## config.mk

```make
export PLATFORM = sky130hd
export DESIGN_NAME = exec_stage
export DESIGN_NICKNAME = d
export VERILOG_FILES = /design/src/riscv_exec_pkg.sv /design/src/alu.sv /design/src/alu_decoder.sv /design/src/exec_stage.sv /design/src/imm_extend.sv /design/src/main_decoder.sv
export SDC_FILE = /design/constraint.sdc
export NUM_CORES = 1
export LEC_CHECK = 0
export CELL_PAD_IN_SITES_DETAIL_PLACEMENT = 1
export CELL_PAD_IN_SITES_GLOBAL_PLACEMENT = 2
export CORE_MARGIN = 2
export CORE_UTILIZATION = 41
export DETAILED_ROUTE_END_ITERATION = 7
export DONT_BUFFER_PORTS = 1
export HOLD_SLACK_MARGIN = 0.06
export PLACE_DENSITY = 0.89
export RECOVER_POWER = 25
export SYNTH_ARGS = -nofsm -noshare
export SYNTH_HDL_FRONTEND = slang
export SYNTH_SLANG_ARGS = --single-unit
```

## constraint.sdc

```tcl
create_clock -name clk_i -period 19.9 [get_ports clk_i]
set_input_delay 3.98 -clock clk_i [delete_from_list [all_inputs] [get_ports clk_i]]
set_output_delay 3.98 -clock clk_i [all_outputs]
set_load 0.05 [all_outputs]
```

## src/riscv_exec_pkg.sv

```systemverilog
package riscv_exec_pkg;

    localparam int xlen = 32;

    typedef enum logic [6:0] {
        op_load    = 7'b0000011,
        op_store   = 7'b0100011,
        op_alu     = 7'b0110011,
        op_alu_imm = 7'b0010011,
        op_branch  = 7'b1100011,
        op_jal     = 7'b1101111,
        op_jalr    = 7'b1100111,
        op_lui     = 7'b0110111,
        op_auipc   = 7'b0010111
    } opcode_e;

    typedef enum logic [2:0] {
        imm_i,
        imm_s,
        imm_b,
        imm_u,
        imm_j
    } imm_src_e;

    typedef enum logic [1:0] {
        alu_add,  // address add
        alu_cmp,  // branch compare
        alu_func  // from funct3 / funct7
    } alu_class_e;

    typedef enum logic [3:0] {
        op_add,
        op_sub,
        op_sll,
        op_slt,
        op_sltu,
        op_xor,
        op_srl,
        op_sra,
        op_or,
        op_and,
        op_pass_b
    } alu_op_e;

    typedef enum logic [1:0] {
        wb_alu,
        wb_mem,
        wb_link,  // pc + 4
        wb_imm    // lui
    } wb_src_e;

    typedef struct packed {
        logic [6:0] funct7;
        logic [4:0] rs2;
        logic [4:0] rs1;
        logic [2:0] funct3;
        logic [4:0] rd;
        opcode_e    opcode;
    } r_fmt_t;

    typedef struct packed {
        logic [11:0] imm_11_0;
        logic [4:0]  rs1;
        logic [2:0]  funct3;
        logic [4:0]  rd;
        opcode_e     opcode;
    } i_fmt_t;

    typedef struct packed {
        logic [6:0] imm_11_5;
        logic [4:0] rs2;
        logic [4:0] rs1;
        logic [2:0] funct3;
        logic [4:0] imm_4_0;
        opcode_e    opcode;
    } s_fmt_t;

    typedef struct packed {
        logic       imm_12;
        logic [5:0] imm_10_5;
        logic [4:0] rs2;
        logic [4:0] rs1;
        logic [2:0] funct3;
        logic [3:0] imm_4_1;
        logic       imm_11;
        opcode_e    opcode;
    } b_fmt_t;

    typedef struct packed {
        logic [19:0] imm_31_12;
        logic [4:0]  rd;
        opcode_e     opcode;
    } u_fmt_t;

    typedef struct packed {
        logic       imm_20;
        logic [9:0] imm_10_1;
        logic       imm_11;
        logic [7:0] imm_19_12;
        logic [4:0] rd;
        opcode_e    opcode;
    } j_fmt_t;

    // one instruction word, six ways of reading it
    typedef union packed {
        r_fmt_t r;
        i_fmt_t i;
        s_fmt_t s;
        b_fmt_t b;
        u_fmt_t u;
        j_fmt_t j;
    } instr_u;

    typedef struct packed {
        logic       reg_write;
        logic       mem_write;
        logic       mem_read;
        logic       alu_src_imm;  // operand b is imm
        logic       alu_a_pc;     // operand a is pc
        imm_src_e   imm_src;
        alu_class_e alu_class;
        wb_src_e    wb_src;
        logic       branch;
        logic       jal;
        logic       jalr;
    } ctrl_word_t;

    typedef struct packed {
        logic zero;
        logic lt;
        logic ltu;
    } alu_flags_t;

    typedef struct packed {
        logic [xlen-1:0] result;
        logic [xlen-1:0] next_pc;
        logic [xlen-1:0] store_data;
        logic [4:0]      rd;
        logic            reg_write;
        logic            mem_write;
        wb_src_e         wb_src;
    } exec_result_t;

endpackage

```

## src/alu.sv

```systemverilog
`timescale 1ns/100ps

module alu import riscv_exec_pkg::*; (
    input  logic [xlen-1:0] a_i,
    input  logic [xlen-1:0] b_i,
    input  alu_op_e         op_i,
    output logic [xlen-1:0] result_o,
    output alu_flags_t      flags_o
);

    logic [4:0] shamt;
    logic       lt_s;
    logic       lt_u;

    assign shamt = b_i[4:0];
    assign lt_s  = $signed(a_i) < $signed(b_i);
    assign lt_u  = a_i < b_i;

    always_comb begin
        case (op_i)
            op_add:    result_o = a_i + b_i;
            op_sub:    result_o = a_i - b_i;
            op_sll:    result_o = a_i << shamt;
            op_slt:    result_o = {{(xlen-1){1'b0}}, lt_s};
            op_sltu:   result_o = {{(xlen-1){1'b0}}, lt_u};
            op_xor:    result_o = a_i ^ b_i;
            op_srl:    result_o = a_i >> shamt;
            op_sra:    result_o = $unsigned($signed(a_i) >>> shamt);
            op_or:     result_o = a_i | b_i;
            op_and:    result_o = a_i & b_i;
            op_pass_b: result_o = b_i;
            default:   result_o = '0;
        endcase
    end

    // zero only means equal when the op is sub
    assign flags_o.zero = (result_o == '0);
    assign flags_o.lt   = lt_s;
    assign flags_o.ltu  = lt_u;

endmodule

```

## src/alu_decoder.sv

```systemverilog
`timescale 1ns/100ps

module alu_decoder import riscv_exec_pkg::*; (
    input  alu_class_e alu_class_i,
    input  logic [2:0] funct3_i,
    input  logic       funct7_b5_i,
    input  logic       is_reg_op_i,  // R-type, may select sub
    output alu_op_e    alu_op_o
);

    always_comb begin
        case (alu_class_i)
            alu_add: alu_op_o = op_add;
            alu_cmp: alu_op_o = op_sub;
            alu_func: begin
                case (funct3_i)
                    3'b000:  alu_op_o = (is_reg_op_i && funct7_b5_i) ? op_sub : op_add;
                    3'b001:  alu_op_o = op_sll;
                    3'b010:  alu_op_o = op_slt;
                    3'b011:  alu_op_o = op_sltu;
                    3'b100:  alu_op_o = op_xor;
                    3'b101:  alu_op_o = funct7_b5_i ? op_sra : op_srl;  // srai too
                    3'b110:  alu_op_o = op_or;
                    default: alu_op_o = op_and;
                endcase
            end
            default: alu_op_o = op_pass_b;
        endcase
    end

endmodule

```

## src/exec_stage.sv

```systemverilog
`timescale 1ns/100ps

module exec_stage import riscv_exec_pkg::*; #(
    parameter logic [31:0] reset_pc = 32'h0000_0000
) (
    input  logic            clk_i,
    input  logic            rst_n_i,
    input  logic            instr_valid_i,
    input  instr_u          instr_i,
    input  logic [xlen-1:0] pc_i,
    input  logic [xlen-1:0] rs1_data_i,
    input  logic [xlen-1:0] rs2_data_i,
    output logic            result_valid_o,
    output exec_result_t    result_o
);

    ctrl_word_t      ctrl;
    alu_op_e         alu_op;
    alu_flags_t      flags;
    logic            pc_src;
    logic            jalr_sel;
    logic [xlen-1:0] imm;
    logic [xlen-1:0] alu_a;
    logic [xlen-1:0] alu_b;
    logic [xlen-1:0] alu_res;
    logic [xlen-1:0] pc_plus4;
    exec_result_t    rec;

    main_decoder u_main_decoder (
        .op_i       (instr_i.r.opcode),
        .funct3_i   (instr_i.r.funct3),
        .flags_i    (flags),
        .ctrl_o     (ctrl),
        .pc_src_o   (pc_src),
        .jalr_sel_o (jalr_sel)
    );

    alu_decoder u_alu_decoder (
        .alu_class_i (ctrl.alu_class),
        .funct3_i    (instr_i.r.funct3),
        .funct7_b5_i (instr_i.r.funct7[5]),
        .is_reg_op_i (!ctrl.alu_src_imm),
        .alu_op_o    (alu_op)
    );

    imm_extend u_imm_extend (
        .instr_i   (instr_i),
        .imm_src_i (ctrl.imm_src),
        .imm_o     (imm)
    );

    alu u_alu (
        .a_i      (alu_a),
        .b_i      (alu_b),
        .op_i     (alu_op),
        .result_o (alu_res),
        .flags_o  (flags)
    );

    assign alu_a    = ctrl.alu_a_pc ? pc_i : rs1_data_i;  // auipc
    assign alu_b    = ctrl.alu_src_imm ? imm : rs2_data_i;
    assign pc_plus4 = pc_i + 32'd4;

    always_comb begin
        rec.store_data = rs2_data_i;
        rec.rd         = instr_i.r.rd;
        rec.reg_write  = ctrl.reg_write;
        rec.mem_write  = ctrl.mem_write;
        rec.wb_src     = ctrl.wb_src;
        if (jalr_sel) begin
            rec.next_pc = {alu_res[xlen-1:1], 1'b0};
        end else if (pc_src) begin
            rec.next_pc = pc_i + imm;
        end else begin
            rec.next_pc = pc_plus4;
        end
        case (ctrl.wb_src)
            wb_link: rec.result = pc_plus4;
            wb_imm:  rec.result = imm;
            default: rec.result = alu_res;  // also the load/store address
        endcase
    end

    always_ff @(posedge clk_i) begin
        if (!rst_n_i) begin
            result_valid_o     <= 1'b0;
            result_o.reg_write <= 1'b0;
            result_o.mem_write <= 1'b0;
            result_o.next_pc   <= reset_pc;
        end else begin
            result_valid_o <= instr_valid_i;
            if (instr_valid_i) begin
                result_o <= rec;  // held while idle
            end
        end
    end

endmodule

```

## src/imm_extend.sv

```systemverilog
`timescale 1ns/100ps

module imm_extend import riscv_exec_pkg::*; (
    input  instr_u          instr_i,
    input  imm_src_e        imm_src_i,
    output logic [xlen-1:0] imm_o
);

    always_comb begin
        case (imm_src_i)
            imm_i: imm_o = {{20{instr_i.i.imm_11_0[11]}}, instr_i.i.imm_11_0};
            imm_s: imm_o = {{20{instr_i.s.imm_11_5[6]}}, instr_i.s.imm_11_5,
                            instr_i.s.imm_4_0};
            imm_b: imm_o = {{20{instr_i.b.imm_12}}, instr_i.b.imm_11,
                            instr_i.b.imm_10_5, instr_i.b.imm_4_1, 1'b0};
            imm_u: imm_o = {instr_i.u.imm_31_12, 12'b0};
            imm_j: imm_o = {{12{instr_i.j.imm_20}}, instr_i.j.imm_19_12,
                            instr_i.j.imm_11, instr_i.j.imm_10_1, 1'b0};
            default: imm_o = '0;
        endcase
    end

endmodule

```

## src/main_decoder.sv

```systemverilog
`timescale 1ns/100ps

module main_decoder import riscv_exec_pkg::*; (
    input  opcode_e    op_i,
    input  logic [2:0] funct3_i,
    input  alu_flags_t flags_i,    // from the branch subtract
    output ctrl_word_t ctrl_o,
    output logic       pc_src_o,   // take pc + imm
    output logic       jalr_sel_o  // take rs1 + imm
);

    logic taken;

    always_comb begin
        // safe default, also used for unknown opcodes
        ctrl_o.reg_write   = 1'b0;
        ctrl_o.mem_write   = 1'b0;
        ctrl_o.mem_read    = 1'b0;
        ctrl_o.alu_src_imm = 1'b0;
        ctrl_o.alu_a_pc    = 1'b0;
        ctrl_o.imm_src     = imm_i;
        ctrl_o.alu_class   = alu_add;
        ctrl_o.wb_src      = wb_alu;
        ctrl_o.branch      = 1'b0;
        ctrl_o.jal         = 1'b0;
        ctrl_o.jalr        = 1'b0;
        case (op_i)
            op_load: begin
                ctrl_o.reg_write   = 1'b1;
                ctrl_o.mem_read    = 1'b1;
                ctrl_o.alu_src_imm = 1'b1;
                ctrl_o.wb_src      = wb_mem;
            end
            op_store: begin
                ctrl_o.mem_write   = 1'b1;
                ctrl_o.alu_src_imm = 1'b1;
                ctrl_o.imm_src     = imm_s;
            end
            op_alu: begin
                ctrl_o.reg_write = 1'b1;
                ctrl_o.alu_class = alu_func;
            end
            op_alu_imm: begin
                ctrl_o.reg_write   = 1'b1;
                ctrl_o.alu_src_imm = 1'b1;
                ctrl_o.alu_class   = alu_func;
            end
            op_branch: begin
                ctrl_o.imm_src   = imm_b;
                ctrl_o.alu_class = alu_cmp;
                ctrl_o.branch    = 1'b1;
            end
            op_jal: begin
                ctrl_o.reg_write = 1'b1;
                ctrl_o.imm_src   = imm_j;
                ctrl_o.wb_src    = wb_link;
                ctrl_o.jal       = 1'b1;
            end
            op_jalr: begin
                ctrl_o.reg_write   = 1'b1;
                ctrl_o.alu_src_imm = 1'b1;  // alu forms rs1 + imm
                ctrl_o.wb_src      = wb_link;
                ctrl_o.jalr        = 1'b1;
            end
            op_lui: begin
                ctrl_o.reg_write = 1'b1;
                ctrl_o.imm_src   = imm_u;
                ctrl_o.wb_src    = wb_imm;
            end
            op_auipc: begin
                ctrl_o.reg_write   = 1'b1;
                ctrl_o.alu_src_imm = 1'b1;
                ctrl_o.alu_a_pc    = 1'b1;
                ctrl_o.imm_src     = imm_u;
            end
            default: ;
        endcase
    end

    always_comb begin
        case (funct3_i)
            3'b000:  taken = flags_i.zero;   // beq
            3'b001:  taken = !flags_i.zero;  // bne
            3'b100:  taken = flags_i.lt;     // blt
            3'b101:  taken = !flags_i.lt;    // bge
            3'b110:  taken = flags_i.ltu;    // bltu
            3'b111:  taken = !flags_i.ltu;   // bgeu
            default: taken = 1'b0;
        endcase
    end

    assign pc_src_o   = (ctrl_o.branch && taken) || ctrl_o.jal;
    assign jalr_sel_o = ctrl_o.jalr;

endmodule

```

==> results.md <==
* Status: completed
* CP endpoint kind: flip-flop
* Max_slew headroom at 4.00%
* Die footprint at 0.0445 sq mm
* Fin crit share at 60.9%
* Kind of critical path: in -> reg
* Number of global-route vias before repair at 21.7k
* Drt total wl at 115000 um
* Worst setup path endpoint: result_o[47]
* Die W at 211 um
* Layout cells sized above 1 at 6.62%
* First-pass DRT Iterations at 7
* Post-Synthesis Cells at 2458
* Drt initial violations at 3380
* Clock tree buffer depth at 2
* Reg2Reg Depth at 2
* Critical Path RT at 20.20 ns
* WP depth at 24
* Vias at 22.3k
* Area leader, netlist: edfxtp_1
* Critical path arrival at 12.42 ns
* Crit path largest cell delay at 1.01 ns
* R2r setup slk at 18.73 ns
* Post-synth EDFFs at 71
* Largest net degree at the start of global routing at 79
* First-pass GRT wire length at 160000 um
* Seq/Total Area, Yosys at 16.1%
* Syn Area/Cell at 7.15 sq um
* Synthesized cell area at 0.0176 sq mm
* Actual slew at the worst max-slew pin at 1.43 ns
* Total core area at 0.0421 sq mm
* Synth top area cells: edfxtp_1 12%, ha_1 9.5%, a21oi_1 6.5%
* Post-layout min period at 12.12 ns
* I/O Buffers at 0
* Worst Setup SP: instr_i[3]
* CTS tree: yes
* Reg clk slew, reported paths at 0.09 ns
* GRT met3 Usage at 16.9%
* R2R Path End: result_o[69]
* Tot GR Track Use at 50.2%
* Sink Count at 106
* Final Skew at 0 ns
* Most common cell after layout, fill and taps aside: nand2_1
* Synth top area share at 12.1%
* Final slew viol count at 0
* Met1 usage in global routing at 62.8%
* Total power at 1080 uW
* Die Span Y at 211 um
* Gr ovfl total at 0
* Final instance area at 0.0184 sq mm
* WP buf/inv at 3
* Reg2Reg Launch Point: result_o[69]
* Total Nets Final at 2635
* GP Congestion at 1.07
* Drt wl/cell at 39.5 um
* Maxcap violations at 0
* Setup TNS at 0 ns
* Finished Layout Cells at 2917
* Setup crit start kind: primary input
* Hold crit path type: reg -> reg
* Predominant post-synthesis flop cell: edfxtp_1
* Most Crowded Layer GR: met2
* Netlist cell types at 104
* H-Tree Depth at 3
* Post-DRT Antenna Nets at 0
* Crit Path Max Fanout at 26
* Synthesis-to-layout area growth at 4.74%
* Starting Density at 41.7%
* Routing usage on met2 at 72.0%
* Rows at 75
* Initial antenna violation count at 10
* CP Cell Sequence: and3b_1 > o311a_1 > nor2_1 > nor2_4 > buf_4 > inv_2 > ha_1 > o21bai_1 > a21oi_1 > o31ai_1 > a311oi_1 > buf_4 > nor4_1 > o41ai_1 > o311ai_0 > nand3_1 > a211oi_1 > a21oi_1 > xnor2_1 > o21ai_0 > o21ai_1 > o21ai_0 > a221o_1 > a22o_1
* # DRC at 0
* Final Hold Vio Count at 0
* Seq cells post-synth at 106
* Syn. warnings at 0
* Cell Pwr Density at 58.5 mW/mm^2
* Slowest-stage cell, CP: o21ai_1
* # placed instances at 2895
* F_max at 0.0825 GHz
* RSZ-0062 raised after global routing: no
* Endpoints failing setup at 0
* Hold Buf Count CTS at 0
* I/O Pins at 237
* Max IR drop VDD at 0.0419 mV
* Vias/cell at 7.66
* Most frequent cells in the layout: 252 x nand2_1, 228 x a21oi_1, 190 x nor2_1
* Post-CTS Setup Repair Bufs at 0
* Clk root buf: clkbuf_16
* Async set or reset register ratio after synthesis at 0%
* Post-DP Area at 0.0181 sq mm
* Final core area utilization at 43.7%
* Placed wire-length estimate at 89800 um
* Leakage at 0.00705 uW
* Post-Syn Nets at 2726
* Worst path top cell family by delay: compound AO/OA/AOI/OAI gates
* Post-CTS resize count at 0
* Skew-Pair Late Insertion Delay at 0.41 ns
* TritonCTS Buffers at 9
[area by class of cell]
type / instances / area, sq um
Tap cell: 539 / 674
Clock buffer: 10 / 250
Sequential cell: 106 / 2830
Multi-Input combinational cell: 2037 / 13500
Fill cell: 5344 / 23700
Antenna cell: 6 / 15.0
Inverter: 141 / 531
Timing Repair Buffer: 72 / 537
Clock inverter: 6 / 55.1
[state kept, by name, indices dropped and copies added (netlist names)]
| register | flops |
|---|---|
| result_o | 105 |
| result_valid_o | 1 |
[per-layer routing]
layer / up-vias / share of wire (%)
met5: - / 0.035
met4: 6 / 8.2
met3: 472 / 13
met2: 1795 / 41
met1: 10935 / 38
li1: 9133 / -
[stage by stage]
step           hold slack (ns)  setup WS, ns
2_1_floorplan            0.673          8.86
3_3_place_gp             0.711          7.87
3_5_place_dp             0.720          7.87
4_1_cts                  0.736          8.27
5_1_grt                  0.760          7.68
6_report                 0.736          7.78
[power breakdown]
group | leakage [uW] | internal, uW | switching (uW)
clock | 0.000152 | 94.9 | 99.4
sequential | 0.000953 | 260 | 72.2
combinational | 0.00595 | 162 | 389
[worst min-delay path by stage]
stage                 startpoint            to  cells past startpoint
global placement    result_o[45]  result_o[45]                      2
floorplan           result_o[42]  result_o[42]                      2
global route        result_o[42]  result_o[42]                      2
detailed placement  result_o[69]  result_o[69]                      2
finish              result_o[69]  result_o[69]                      2
CTS                 result_o[69]  result_o[69]                      2
[cells in the mapped netlist (11+ instances only)]
cell	instances
nand2_1	252
a21oi_1	228
nor2_1	193
o21ai_0	174
ha_1	134
inv_1	134
clkbuf_1	122
nand3_1	88
nor3_1	84
edfxtp_1	71
xnor2_1	58
a211oi_1	54
o211ai_1	51
mux2i_1	50
o22ai_1	37
dfxtp_1	35
o221ai_1	35
o32ai_1	35
a21o_1	33
xor2_1	32
buf_2	31
and3_1	27
a31oi_1	26
a221oi_1	23
a22o_1	21
nand4_1	20
o21bai_1	19
nor2b_1	18
nor4_1	18
o31ai_1	18
and2_1	17
mux2_2	16
nand2b_1	16
o311ai_0	16
or3_1	15
a2111oi_0	14
a221o_1	14
o2111ai_1	14
a22oi_1	13
buf_1	12
a311oi_1	11
a32oi_1	11
[worst register-to-register path: stages, from the launching register on]
cell	delay [ns]
dfxtp_1	0.69
a221o_1	0.27
a2bb2oi_1	0.15
[cells by family (layout without fill, tap and decap cells)]
group	count (synthesis)	in the layout	share of synthesized area [%]
compound gates	942	942	36.7
mux	71	71	4.25
xor+xnor	90	90	4.49
flops	106	106	16.1
simple gates	797	797	21.3
buf+inv	315	229	7.22
other cells	0	6	0
fa+ha+maj	137	137	9.89
Power figures use the tool's default switching activity.
